[src/design/com_cfg_pkg.sv]
`default_nettype none

package com_cfg_pkg;

    // lengths and ram addresses.
    localparam int len_w = 12;

    typedef logic [4:0]  crc5_t;
    typedef logic [15:0] crc16_t;

    // msb first, no reflection, no final xor.
    localparam crc5_t  crc5_poly  = 5'h05;
    localparam crc5_t  crc5_seed  = 5'h1F;
    localparam crc16_t crc16_poly = 16'h8005;
    localparam crc16_t crc16_seed = 16'hFFFF;

endpackage

`default_nettype wire

[src/design/com_pkg.sv]
`default_nettype none

package com_pkg;

    // packet id bytes as they appear on the link.
    localparam logic [7:0] pid_sync  = 8'h0F;
    localparam logic [7:0] pid_ack   = 8'h2D;
    localparam logic [7:0] pid_nak   = 8'hA5;
    localparam logic [7:0] pid_stall = 8'hE1;
    localparam logic [7:0] pid_cmd   = 8'h1E;
    localparam logic [7:0] pid_stat  = 8'hD2;
    localparam logic [7:0] pid_data0 = 8'h96;
    localparam logic [7:0] pid_data1 = 8'h5A;

    // decoded packet type.
    typedef enum logic [3:0] {
        bt_init  = 4'b0000,
        bt_ack   = 4'b0001,
        bt_nak   = 4'b0010,
        bt_stall = 4'b0011,
        bt_dlink = 4'b1000,
        bt_dtype = 4'b1001,
        bt_dtemp = 4'b1010,
        bt_data0 = 4'b1101,
        bt_data1 = 4'b1110
    } btype_t;

    // high nibble of status byte 0.
    localparam logic [3:0] head_dlink = 4'hD;
    localparam logic [3:0] head_dtype = 4'h1;
    localparam logic [3:0] head_dtemp = 4'h9;

endpackage

`default_nettype wire
[src/design/com_crc_if.sv]
`timescale 1ns/1ps
`default_nettype none

interface com_crc_if;

    logic       clr;
    logic       en;
    logic [7:0] din;
    logic       crc_hi_stb;
    logic       crc_lo_stb;

    modport parser (
        output clr,
        output en,
        output din,
        output crc_hi_stb,
        output crc_lo_stb
    );

    modport engine (
        input clr,
        input en,
        input din
    );

    // clr marks the start of a frame for the checker too.
    modport check (
        input clr,
        input din,
        input crc_hi_stb,
        input crc_lo_stb
    );

endinterface

`default_nettype wire

[src/design/com_rx_top.sv]
`timescale 1ns/1ps
`default_nettype none

module com_rx_top
    import com_pkg::*, com_cfg_pkg::*;
(
    input  logic             clk,
    input  logic             rst,
    input  logic [7:0]       com_rxd,
    input  logic             fd,
    input  logic [len_w-1:0] ram_txa_init,
    output logic             fs,
    output btype_t           btype,
    output logic [7:0]       bdata,
    output logic [3:0]       device_idx,
    output logic [3:0]       data_idx,
    output logic [3:0]       device_stat,
    output logic [len_w-1:0] ram_txa,
    output logic [7:0]       ram_txd,
    output logic             ram_txen,
    output logic [len_w-1:0] data_len,
    output logic             crc_ok
);

    com_crc_if crc_bus ();

    crc5_t  crc5_value;
    crc16_t crc16_value;

    com_rx u_com_rx (
        .clk          (clk),
        .rst          (rst),
        .com_rxd      (com_rxd),
        .fd           (fd),
        .ram_txa_init (ram_txa_init),
        .fs           (fs),
        .btype        (btype),
        .bdata        (bdata),
        .device_idx   (device_idx),
        .data_idx     (data_idx),
        .device_stat  (device_stat),
        .ram_txa      (ram_txa),
        .ram_txd      (ram_txd),
        .ram_txen     (ram_txen),
        .data_len     (data_len),
        .crc          (crc_bus)
    );

    // status packets.
    crc_engine #(
        .crc_t (crc5_t),
        .poly  (crc5_poly),
        .seed  (crc5_seed)
    ) u_crc5 (
        .clk   (clk),
        .rst   (rst),
        .crc   (crc_bus),
        .value (crc5_value)
    );

    // data packets.
    crc_engine #(
        .crc_t (crc16_t),
        .poly  (crc16_poly),
        .seed  (crc16_seed)
    ) u_crc16 (
        .clk   (clk),
        .rst   (rst),
        .crc   (crc_bus),
        .value (crc16_value)
    );

    frame_check u_frame_check (
        .clk    (clk),
        .rst    (rst),
        .crc    (crc_bus),
        .btype  (btype),
        .crc5   (crc5_value),
        .crc16  (crc16_value),
        .crc_ok (crc_ok)
    );

endmodule

`default_nettype wire

[src/design/com_rx.sv]
`timescale 1ns/1ps
`default_nettype none

module com_rx
    import com_pkg::*, com_cfg_pkg::*;
(
    input  logic             clk,
    input  logic             rst,
    input  logic [7:0]       com_rxd,
    input  logic             fd,
    input  logic [len_w-1:0] ram_txa_init,
    output logic             fs,
    output btype_t           btype,
    output logic [7:0]       bdata,
    output logic [3:0]       device_idx,
    output logic [3:0]       data_idx,
    output logic [3:0]       device_stat,
    output logic [len_w-1:0] ram_txa,
    output logic [7:0]       ram_txd,
    output logic             ram_txen,
    output logic [len_w-1:0] data_len,
    com_crc_if.parser        crc
);

    typedef enum logic [3:0] {
        st_wait,
        st_pid,
        st_slen_hi,
        st_slen_lo,
        st_stat,
        st_crc5,
        st_dlen_hi,
        st_dlen_lo,
        st_head0,
        st_head1,
        st_data,
        st_crc_hi,
        st_crc_lo,
        st_done
    } state_t;

    state_t           state;
    state_t           next_state;
    logic [len_w-1:0] len_q;
    logic [len_w-1:0] len_full;
    logic [len_w-1:0] num;

    // length as seen on the low length byte.
    assign len_full = {len_q[len_w-1:8], com_rxd};

    always_ff @(posedge clk or posedge rst) begin
        if (rst) begin
            state <= st_wait;
        end else begin
            state <= next_state;
        end
    end

    always_comb begin
        next_state = state;
        case (state)
            st_wait: begin
                if (com_rxd == pid_sync) begin
                    next_state = st_pid;
                end
            end
            st_pid: begin
                case (com_rxd)
                    pid_ack, pid_nak, pid_stall: next_state = st_done;
                    pid_stat:                    next_state = st_slen_hi;
                    pid_data0, pid_data1:        next_state = st_dlen_hi;
                    default:                     next_state = st_done;
                endcase
            end
            st_slen_hi: next_state = st_slen_lo;
            st_slen_lo: begin
                if (len_full == '0) begin
                    next_state = st_crc5;
                end else begin
                    next_state = st_stat;
                end
            end
            st_stat: begin
                if (num == len_q - len_w'(1)) begin
                    next_state = st_crc5;
                end
            end
            st_crc5:    next_state = st_done;
            st_dlen_hi: next_state = st_dlen_lo;
            st_dlen_lo: next_state = st_head0;
            st_head0:   next_state = st_head1;
            st_head1: begin
                // header bytes count towards the length.
                if (len_q <= len_w'(2)) begin
                    next_state = st_crc_hi;
                end else begin
                    next_state = st_data;
                end
            end
            st_data: begin
                if (num == data_len - len_w'(1)) begin
                    next_state = st_crc_hi;
                end
            end
            st_crc_hi: next_state = st_crc_lo;
            st_crc_lo: next_state = st_done;
            st_done: begin
                if (fd) begin
                    next_state = st_wait;
                end
            end
            default: next_state = st_wait;
        endcase
    end

    always_ff @(posedge clk or posedge rst) begin
        if (rst) begin
            len_q <= '0;
        end else if (state == st_slen_hi || state == st_dlen_hi) begin
            len_q[len_w-1:8] <= com_rxd[len_w-9:0];
        end else if (state == st_slen_lo || state == st_dlen_lo) begin
            len_q <= len_full;
        end
    end

    // body byte index.
    always_ff @(posedge clk or posedge rst) begin
        if (rst) begin
            num <= '0;
        end else if (state == st_stat || state == st_data) begin
            num <= num + 1'b1;
        end else begin
            num <= '0;
        end
    end

    always_ff @(posedge clk or posedge rst) begin
        if (rst) begin
            btype <= bt_init;
        end else if (state == st_pid) begin
            case (com_rxd)
                pid_ack:   btype <= bt_ack;
                pid_nak:   btype <= bt_nak;
                pid_stall: btype <= bt_stall;
                pid_data0: btype <= bt_data0;
                pid_data1: btype <= bt_data1;
                default:   btype <= btype;
            endcase
        end else if (state == st_stat && num == '0) begin
            case (com_rxd[7:4])
                head_dlink: btype <= bt_dlink;
                head_dtype: btype <= bt_dtype;
                head_dtemp: btype <= bt_dtemp;
                default:    btype <= btype;
            endcase
        end
    end

    always_ff @(posedge clk or posedge rst) begin
        if (rst) begin
            bdata       <= '0;
            device_idx  <= '0;
            data_idx    <= '0;
            device_stat <= '0;
            data_len    <= '0;
        end else if (state == st_wait) begin
            bdata       <= '0;
            device_idx  <= '0;
            data_idx    <= '0;
            device_stat <= '0;
            data_len    <= '0;
        end else if (state == st_stat) begin
            if (num == len_w'(0)) begin
                device_idx <= com_rxd[3:0];
            end
            if (num == len_w'(1)) begin
                bdata <= com_rxd;
            end
        end else if (state == st_head0) begin
            device_idx <= com_rxd[3:0];
        end else if (state == st_head1) begin
            bdata       <= com_rxd;
            data_idx    <= com_rxd[7:4];
            device_stat <= com_rxd[3:0];
            data_len    <= len_q - len_w'(2);
        end
    end

    // ram write port, one cycle behind the line.
    always_ff @(posedge clk or posedge rst) begin
        if (rst) begin
            ram_txen <= 1'b0;
            ram_txa  <= '0;
        end else begin
            ram_txen <= (state == st_data);
            if (state == st_data) begin
                ram_txa <= ram_txa_init + num;
            end
        end
    end

    always_ff @(posedge clk) begin
        if (state == st_data) begin
            ram_txd <= com_rxd;
        end
    end

    assign fs = (state == st_done);

    assign crc.clr        = (state == st_wait) && (com_rxd == pid_sync);
    assign crc.en         = (state == st_stat) || (state == st_head0) ||
                            (state == st_head1) || (state == st_data);
    assign crc.din        = com_rxd;
    assign crc.crc_hi_stb = (state == st_crc_hi);
    assign crc.crc_lo_stb = (state == st_crc5) || (state == st_crc_lo);

endmodule

`default_nettype wire

[src/design/frame_check.sv]
`timescale 1ns/1ps
`default_nettype none

module frame_check
    import com_pkg::*, com_cfg_pkg::*;
(
    input  logic     clk,
    input  logic     rst,
    com_crc_if.check crc,
    input  btype_t   btype,
    input  crc5_t    crc5,
    input  crc16_t   crc16,
    output logic     crc_ok
);

    logic [7:0] rx_hi;
    logic [7:0] rx_lo;
    logic       rx_seen;
    logic       match;

    always_ff @(posedge clk) begin
        if (crc.crc_hi_stb) begin
            rx_hi <= crc.din;
        end
        if (crc.crc_lo_stb) begin
            rx_lo <= crc.din;
        end
    end

    // set once the frame has delivered its last crc byte.
    always_ff @(posedge clk or posedge rst) begin
        if (rst) begin
            rx_seen <= 1'b0;
        end else if (crc.clr) begin
            rx_seen <= 1'b0;
        end else if (crc.crc_lo_stb) begin
            rx_seen <= 1'b1;
        end
    end

    always_comb begin
        case (btype)
            bt_dlink, bt_dtype, bt_dtemp: match = (crc5 == rx_lo[$bits(crc5_t)-1:0]);
            bt_data0, bt_data1:           match = (crc16 == {rx_hi, rx_lo});
            default:                      match = 1'b1;
        endcase
    end

    // frames without a crc field always pass.
    assign crc_ok = !rx_seen || match;

endmodule

`default_nettype wire

[src/design/crc_engine.sv]
`timescale 1ns/1ps
`default_nettype none

module crc_engine
    import com_cfg_pkg::*;
#(
    parameter type  crc_t = crc16_t,
    parameter crc_t poly  = crc16_poly,
    parameter crc_t seed  = crc16_seed
) (
    input  logic      clk,
    input  logic      rst,
    com_crc_if.engine crc,
    output crc_t      value
);

    localparam int crc_w = $bits(crc_t);

    // eight serial steps, msb of the byte first.
    function automatic crc_t crc_step(input crc_t cur, input logic [7:0] data);
        crc_t acc;
        acc = cur;
        for (int i = 7; i >= 0; i--) begin
            if (data[i] ^ acc[crc_w-1]) begin
                acc = crc_t'(acc << 1) ^ poly;
            end else begin
                acc = crc_t'(acc << 1);
            end
        end
        return acc;
    endfunction

    always_ff @(posedge clk or posedge rst) begin
        if (rst) begin
            value <= seed;
        end else if (crc.clr) begin
            value <= seed;
        end else if (crc.en) begin
            value <= crc_step(value, crc.din);
        end
    end

endmodule

`default_nettype wire

[config.mk]
export PLATFORM = sky130hd
export DESIGN_NAME = com_rx_top
export DESIGN_NICKNAME = d
export VERILOG_FILES = /design/src/design/com_cfg_pkg.sv /design/src/design/com_pkg.sv /design/src/design/com_crc_if.sv /design/src/design/com_rx_top.sv /design/src/design/com_rx.sv /design/src/design/frame_check.sv /design/src/design/crc_engine.sv
export SDC_FILE = /design/constraint.sdc
export NUM_CORES = 1
export LEC_CHECK = 0
export CAP_MARGIN = 20
export CELL_PAD_IN_SITES_DETAIL_PLACEMENT = 0
export CELL_PAD_IN_SITES_GLOBAL_PLACEMENT = 2
export CORE_MARGIN = 5
export CORE_UTILIZATION = 45
export CTS_CLUSTER_SIZE = 40
export DETAILED_ROUTE_END_ITERATION = 10
export DONT_BUFFER_PORTS = 1
export GPL_TIMING_DRIVEN = 0
export HOLD_SLACK_MARGIN = 0.08
export PLACE_DENSITY = 0.9
export SYNTH_ARGS = -nofsm -noshare
export SYNTH_HDL_FRONTEND = slang
export SYNTH_HIERARCHICAL = 1
export SYNTH_SLANG_ARGS = --single-unit
[constraint.sdc]
create_clock -name clk -period 3.73 [get_ports clk]
set_input_delay 0.5595 -clock clk [delete_from_list [all_inputs] [get_ports clk]]
set_output_delay 0.5595 -clock clk [all_outputs]
set_load 0.02 [all_outputs]
==> impl_metrics.env <==
export IMPL_diodes=0
export IMPL_design_core_area_um2=16600
export IMPL_grt_max_degree=46
export IMPL_routed_top_layer="met4"
export IMPL_area_growth_synth_to_final_pct=12.9
export IMPL_avgRoutedWirePerCell_um=19.6
export IMPL_grt_pass1_wl_um=31500
export IMPL_critPathArrivalTime_ns=3.49
export IMPL_die_x_um=140
export IMPL_wl_met2_um=9660
export IMPL_reg2reg_depth=7
export IMPL_postSynthCellCount=754
export IMPL_synth_nets=796
export IMPL_synthTopCellsByArea="dfrtp_1 (26%), edfxtp_1 (9.5%), dfstp_2 (7.3%), xor2_1 (5.7%), xnor2_1 (5.4%)"
export IMPL_register_area_um2=3220
export IMPL_synth_main_ff_cell="dfrtp_1"
export IMPL_cp_cell_sequence="clkbuf_1, buf_1, mux2_2, o21ai_0, clkbuf_1, nor2b_1, a211o_1"
export IMPL_cts_resized=0
export IMPL_synth_edf_count=24
export IMPL_finalCriticalPeriod_ns=3.14
export IMPL_cp_start_kind="flip-flop"
export IMPL_fin_crit_sh_pct=84.3
export IMPL_p_total_mw=8.15
export IMPL_synth_most_common_cell="dfrtp_1"
export IMPL_syn_area_um2=7590
export IMPL_hold_viol_final=0
export IMPL_placed_cell_area_um2=7910
export IMPL_cp_required_ns=4.07
export IMPL_rows=47
export IMPL_final_nets=820
export IMPL_path_max_fanout=10
export IMPL_slew_headroom_pct=28.8
export IMPL_cts_buffer_depth=2
export IMPL_slew_violations=0
export IMPL_vias=5762
export IMPL_grt_pass1_vias=5704
export IMPL_async_flop_share_pct=80.5
export IMPL_die_area_um2=19600
export IMPL_cp_top_family="buffers and inverters"
export IMPL_post_place_ws_ns=0.611
export IMPL_critPathBufInv=3
export IMPL_yosysTopAreaCell="dfrtp_1"
export IMPL_crit_top_cell="clkbuf_1"
export IMPL_fin_tns_setup_ns=0
export IMPL_root_buffer="clkbuf_16"
export IMPL_gr_usage_all_layers_pct=20.2
export IMPL_leakagePower_nw=3.57
export IMPL_ys_seq_elements=123
export IMPL_final_util_pct=51.7
export IMPL_post_place_cells=977
export IMPL_crit_type="flip-flop to flip-flop"
export IMPL_viasPerCell=5.70
export IMPL_power_density_nw_per_um2=951
export IMPL_hold_ws_ns=0.132
export IMPL_clkTransAtPathRegs_ns=0.06
export IMPL_fin_cells=1011
export IMPL_grt_overflow_total=0
export IMPL_antenna_found_initial=1
export IMPL_io_buffers=0
export IMPL_pin_count=82
export IMPL_drv_cap=0
export IMPL_hold_path_class="input pin to async pin"
export IMPL_gp_congestion=0.866
export IMPL_r2r_start="u_com_rx/state[3]"
export IMPL_fin_skew_ns=0.00900
export IMPL_htreeDepth=4
export IMPL_drive_gt1_share_pct=14.8
export IMPL_post_cts_buffers=0
export IMPL_ir_drop_uv=398
export IMPL_rsz0062_at_grt="no"
export IMPL_die_h_um=140
export IMPL_tritoncts="built"
export IMPL_wl_met3_um=1200
export IMPL_dp_hpwl_um=14500
export IMPL_setup_viol=0
export IMPL_drtAntennaViolNets=0
export IMPL_ys_seq_area_share_pct=42.5
export IMPL_routed_wl_um=19800
export IMPL_wl_met1_um=8660
export IMPL_r2r_slack_ns=0.59
export IMPL_critPathSlowestCell="o21ai_0"
export IMPL_drtPass1Iterations=5
export IMPL_yosysWarnings=6
export IMPL_worst_pin_slew_ns=1.06
export IMPL_fin_area_um2=8570
export IMPL_drt_iter0_drc=436
export IMPL_cts_made_buffers=17
export IMPL_initial_core_util_pct=45.8
export IMPL_synth_top_cell_area_share_pct=25.7
export IMPL_synthDistinctLibCells=81
export IMPL_multiInputGateArea_um2=4030
export IMPL_setup_slack_ns=0.587
export IMPL_max_stage_delay_ns=0.82
export IMPL_synth_avg_cell_area_um2=10.1
export IMPL_rr_endpoint="u_crc16/value[10]"
export IMPL_status="complete, no violations"
export IMPL_worstSkewPairLatency_ns=0.42
export IMPL_synth_common_cells="dfrtp_1 (78), nand2_1 (68), nor2_1 (51)"
export IMPL_cp_end_kind="flip-flop"
export IMPL_post_route_drc_count=0
export IMPL_fmax_mhz=318
export IMPL_cts_sinks=123
export IMPL_nFillCells=1521
-- how the worst max path moves through the flow --
stage	startpoint	end	cells after the start
after floorplan	rst	u_com_rx/bdata[0]	1
after CTS	u_com_rx/state[3]	u_crc16/value[10]	7
after global placement	u_com_rx/state[3]	u_crc16/value[3]	6
after global routing	u_com_rx/state[3]	u_crc16/value[10]	7
after detailed placement	u_com_rx/state[3]	u_crc16/value[10]	7
final	u_com_rx/state[3]	u_crc16/value[10]	7
-- flip-flops by register name, indices dropped and copies added, names as in the netlist --
name / cells
u_com_rx/len_q: 12
u_frame_check/rx_hi: 8
u_crc16/value: 16
u_frame_check/rx_seen: 1
u_frame_check/rx_lo: 8
u_com_rx/num: 12
u_com_rx/state: 4
u_com_rx/ram_txd: 8
u_com_rx/data_idx: 4
u_crc5/value: 5
u_com_rx/btype: 4
u_com_rx/ram_txa: 12
u_com_rx/device_idx: 4
u_com_rx/ram_txen: 1
u_com_rx/bdata: 8
u_com_rx/data_len: 12
u_com_rx/device_stat: 4
-- where the power goes --
| part | switching, mW | leakage (nW) | internal [mW] |
|---|---|---|---|
| clock network | 0.635 | 0.306 | 1.19 |
| registers | 0.827 | 1.41 | 1.99 |
| logic | 1.91 | 1.85 | 1.60 |
| total | 3.37 | 3.57 | 4.78 |
-- worst register-to-register path: stages, from the launching register on --
cell      delay, ns
dfrtp_1        0.34
clkbuf_1       0.33
buf_1          0.41
mux2_2         0.38
o21ai_0        0.82
clkbuf_1       0.43
nor2b_1        0.09
a211o_1        0.27
-- kinds of logic (layout without fill, tap and decap cells) --
logic type	after synthesis	in the layout	share of synthesized area, %
AND/OR/NAND/NOR	243	243	16.5
multiplexers	26	26	3.81
XOR/XNOR	116	116	16.4
adder cells (fa/ha/maj)	20	20	3.36
buffers and inverters	78	115	4.50
AO/OA/AOI/OAI	148	148	13.0
flip-flops	123	123	42.5
-- cells in the final DEF, fill, tap and decap left out, types with 21 or more instances in the layout --
cell | synthesis | layout
a21oi_1 | 22 | 22
clkbuf_1 | 32 | 32
dfrtp_1 | 78 | 78
dfstp_2 | 21 | 21
edfxtp_1 | 24 | 24
inv_1 | 30 | 29
mux2_2 | 21 | 21
nand2_1 | 68 | 68
nor2_1 | 51 | 51
o21ai_0 | 46 | 46
xnor2_1 | 47 | 47
xor2_1 | 49 | 49
-- cell type report --
| class | count | area share [%] |
|---|---|---|
| multi-input combinational | 553 | 47.0 |
| sequential | 123 | 37.6 |
| clock buffer | 17 | 4.96 |
| tap | 220 | 3.21 |
| buffer | 47 | 2.63 |
| clock inverter | 15 | 2.60 |
| inverter | 31 | 1.39 |
| timing repair buffer | 5 | 0.584 |
-- repair_timing --
item | 4_1_cts | 5_1_grt
endpoints found under the hold margin | 33 | 0
hold buffers | 1 | 0
setup endpoints to repair | 0 | 0
-- layer usage --
layer  vias to the layer above  track usage, %
li1                       2702               -
met1                      2858            26.4
met2                       172            33.2
met3                        30            5.62
met4                         0            5.25
met5                         -               0
Power figures use the tool's default switching activity.
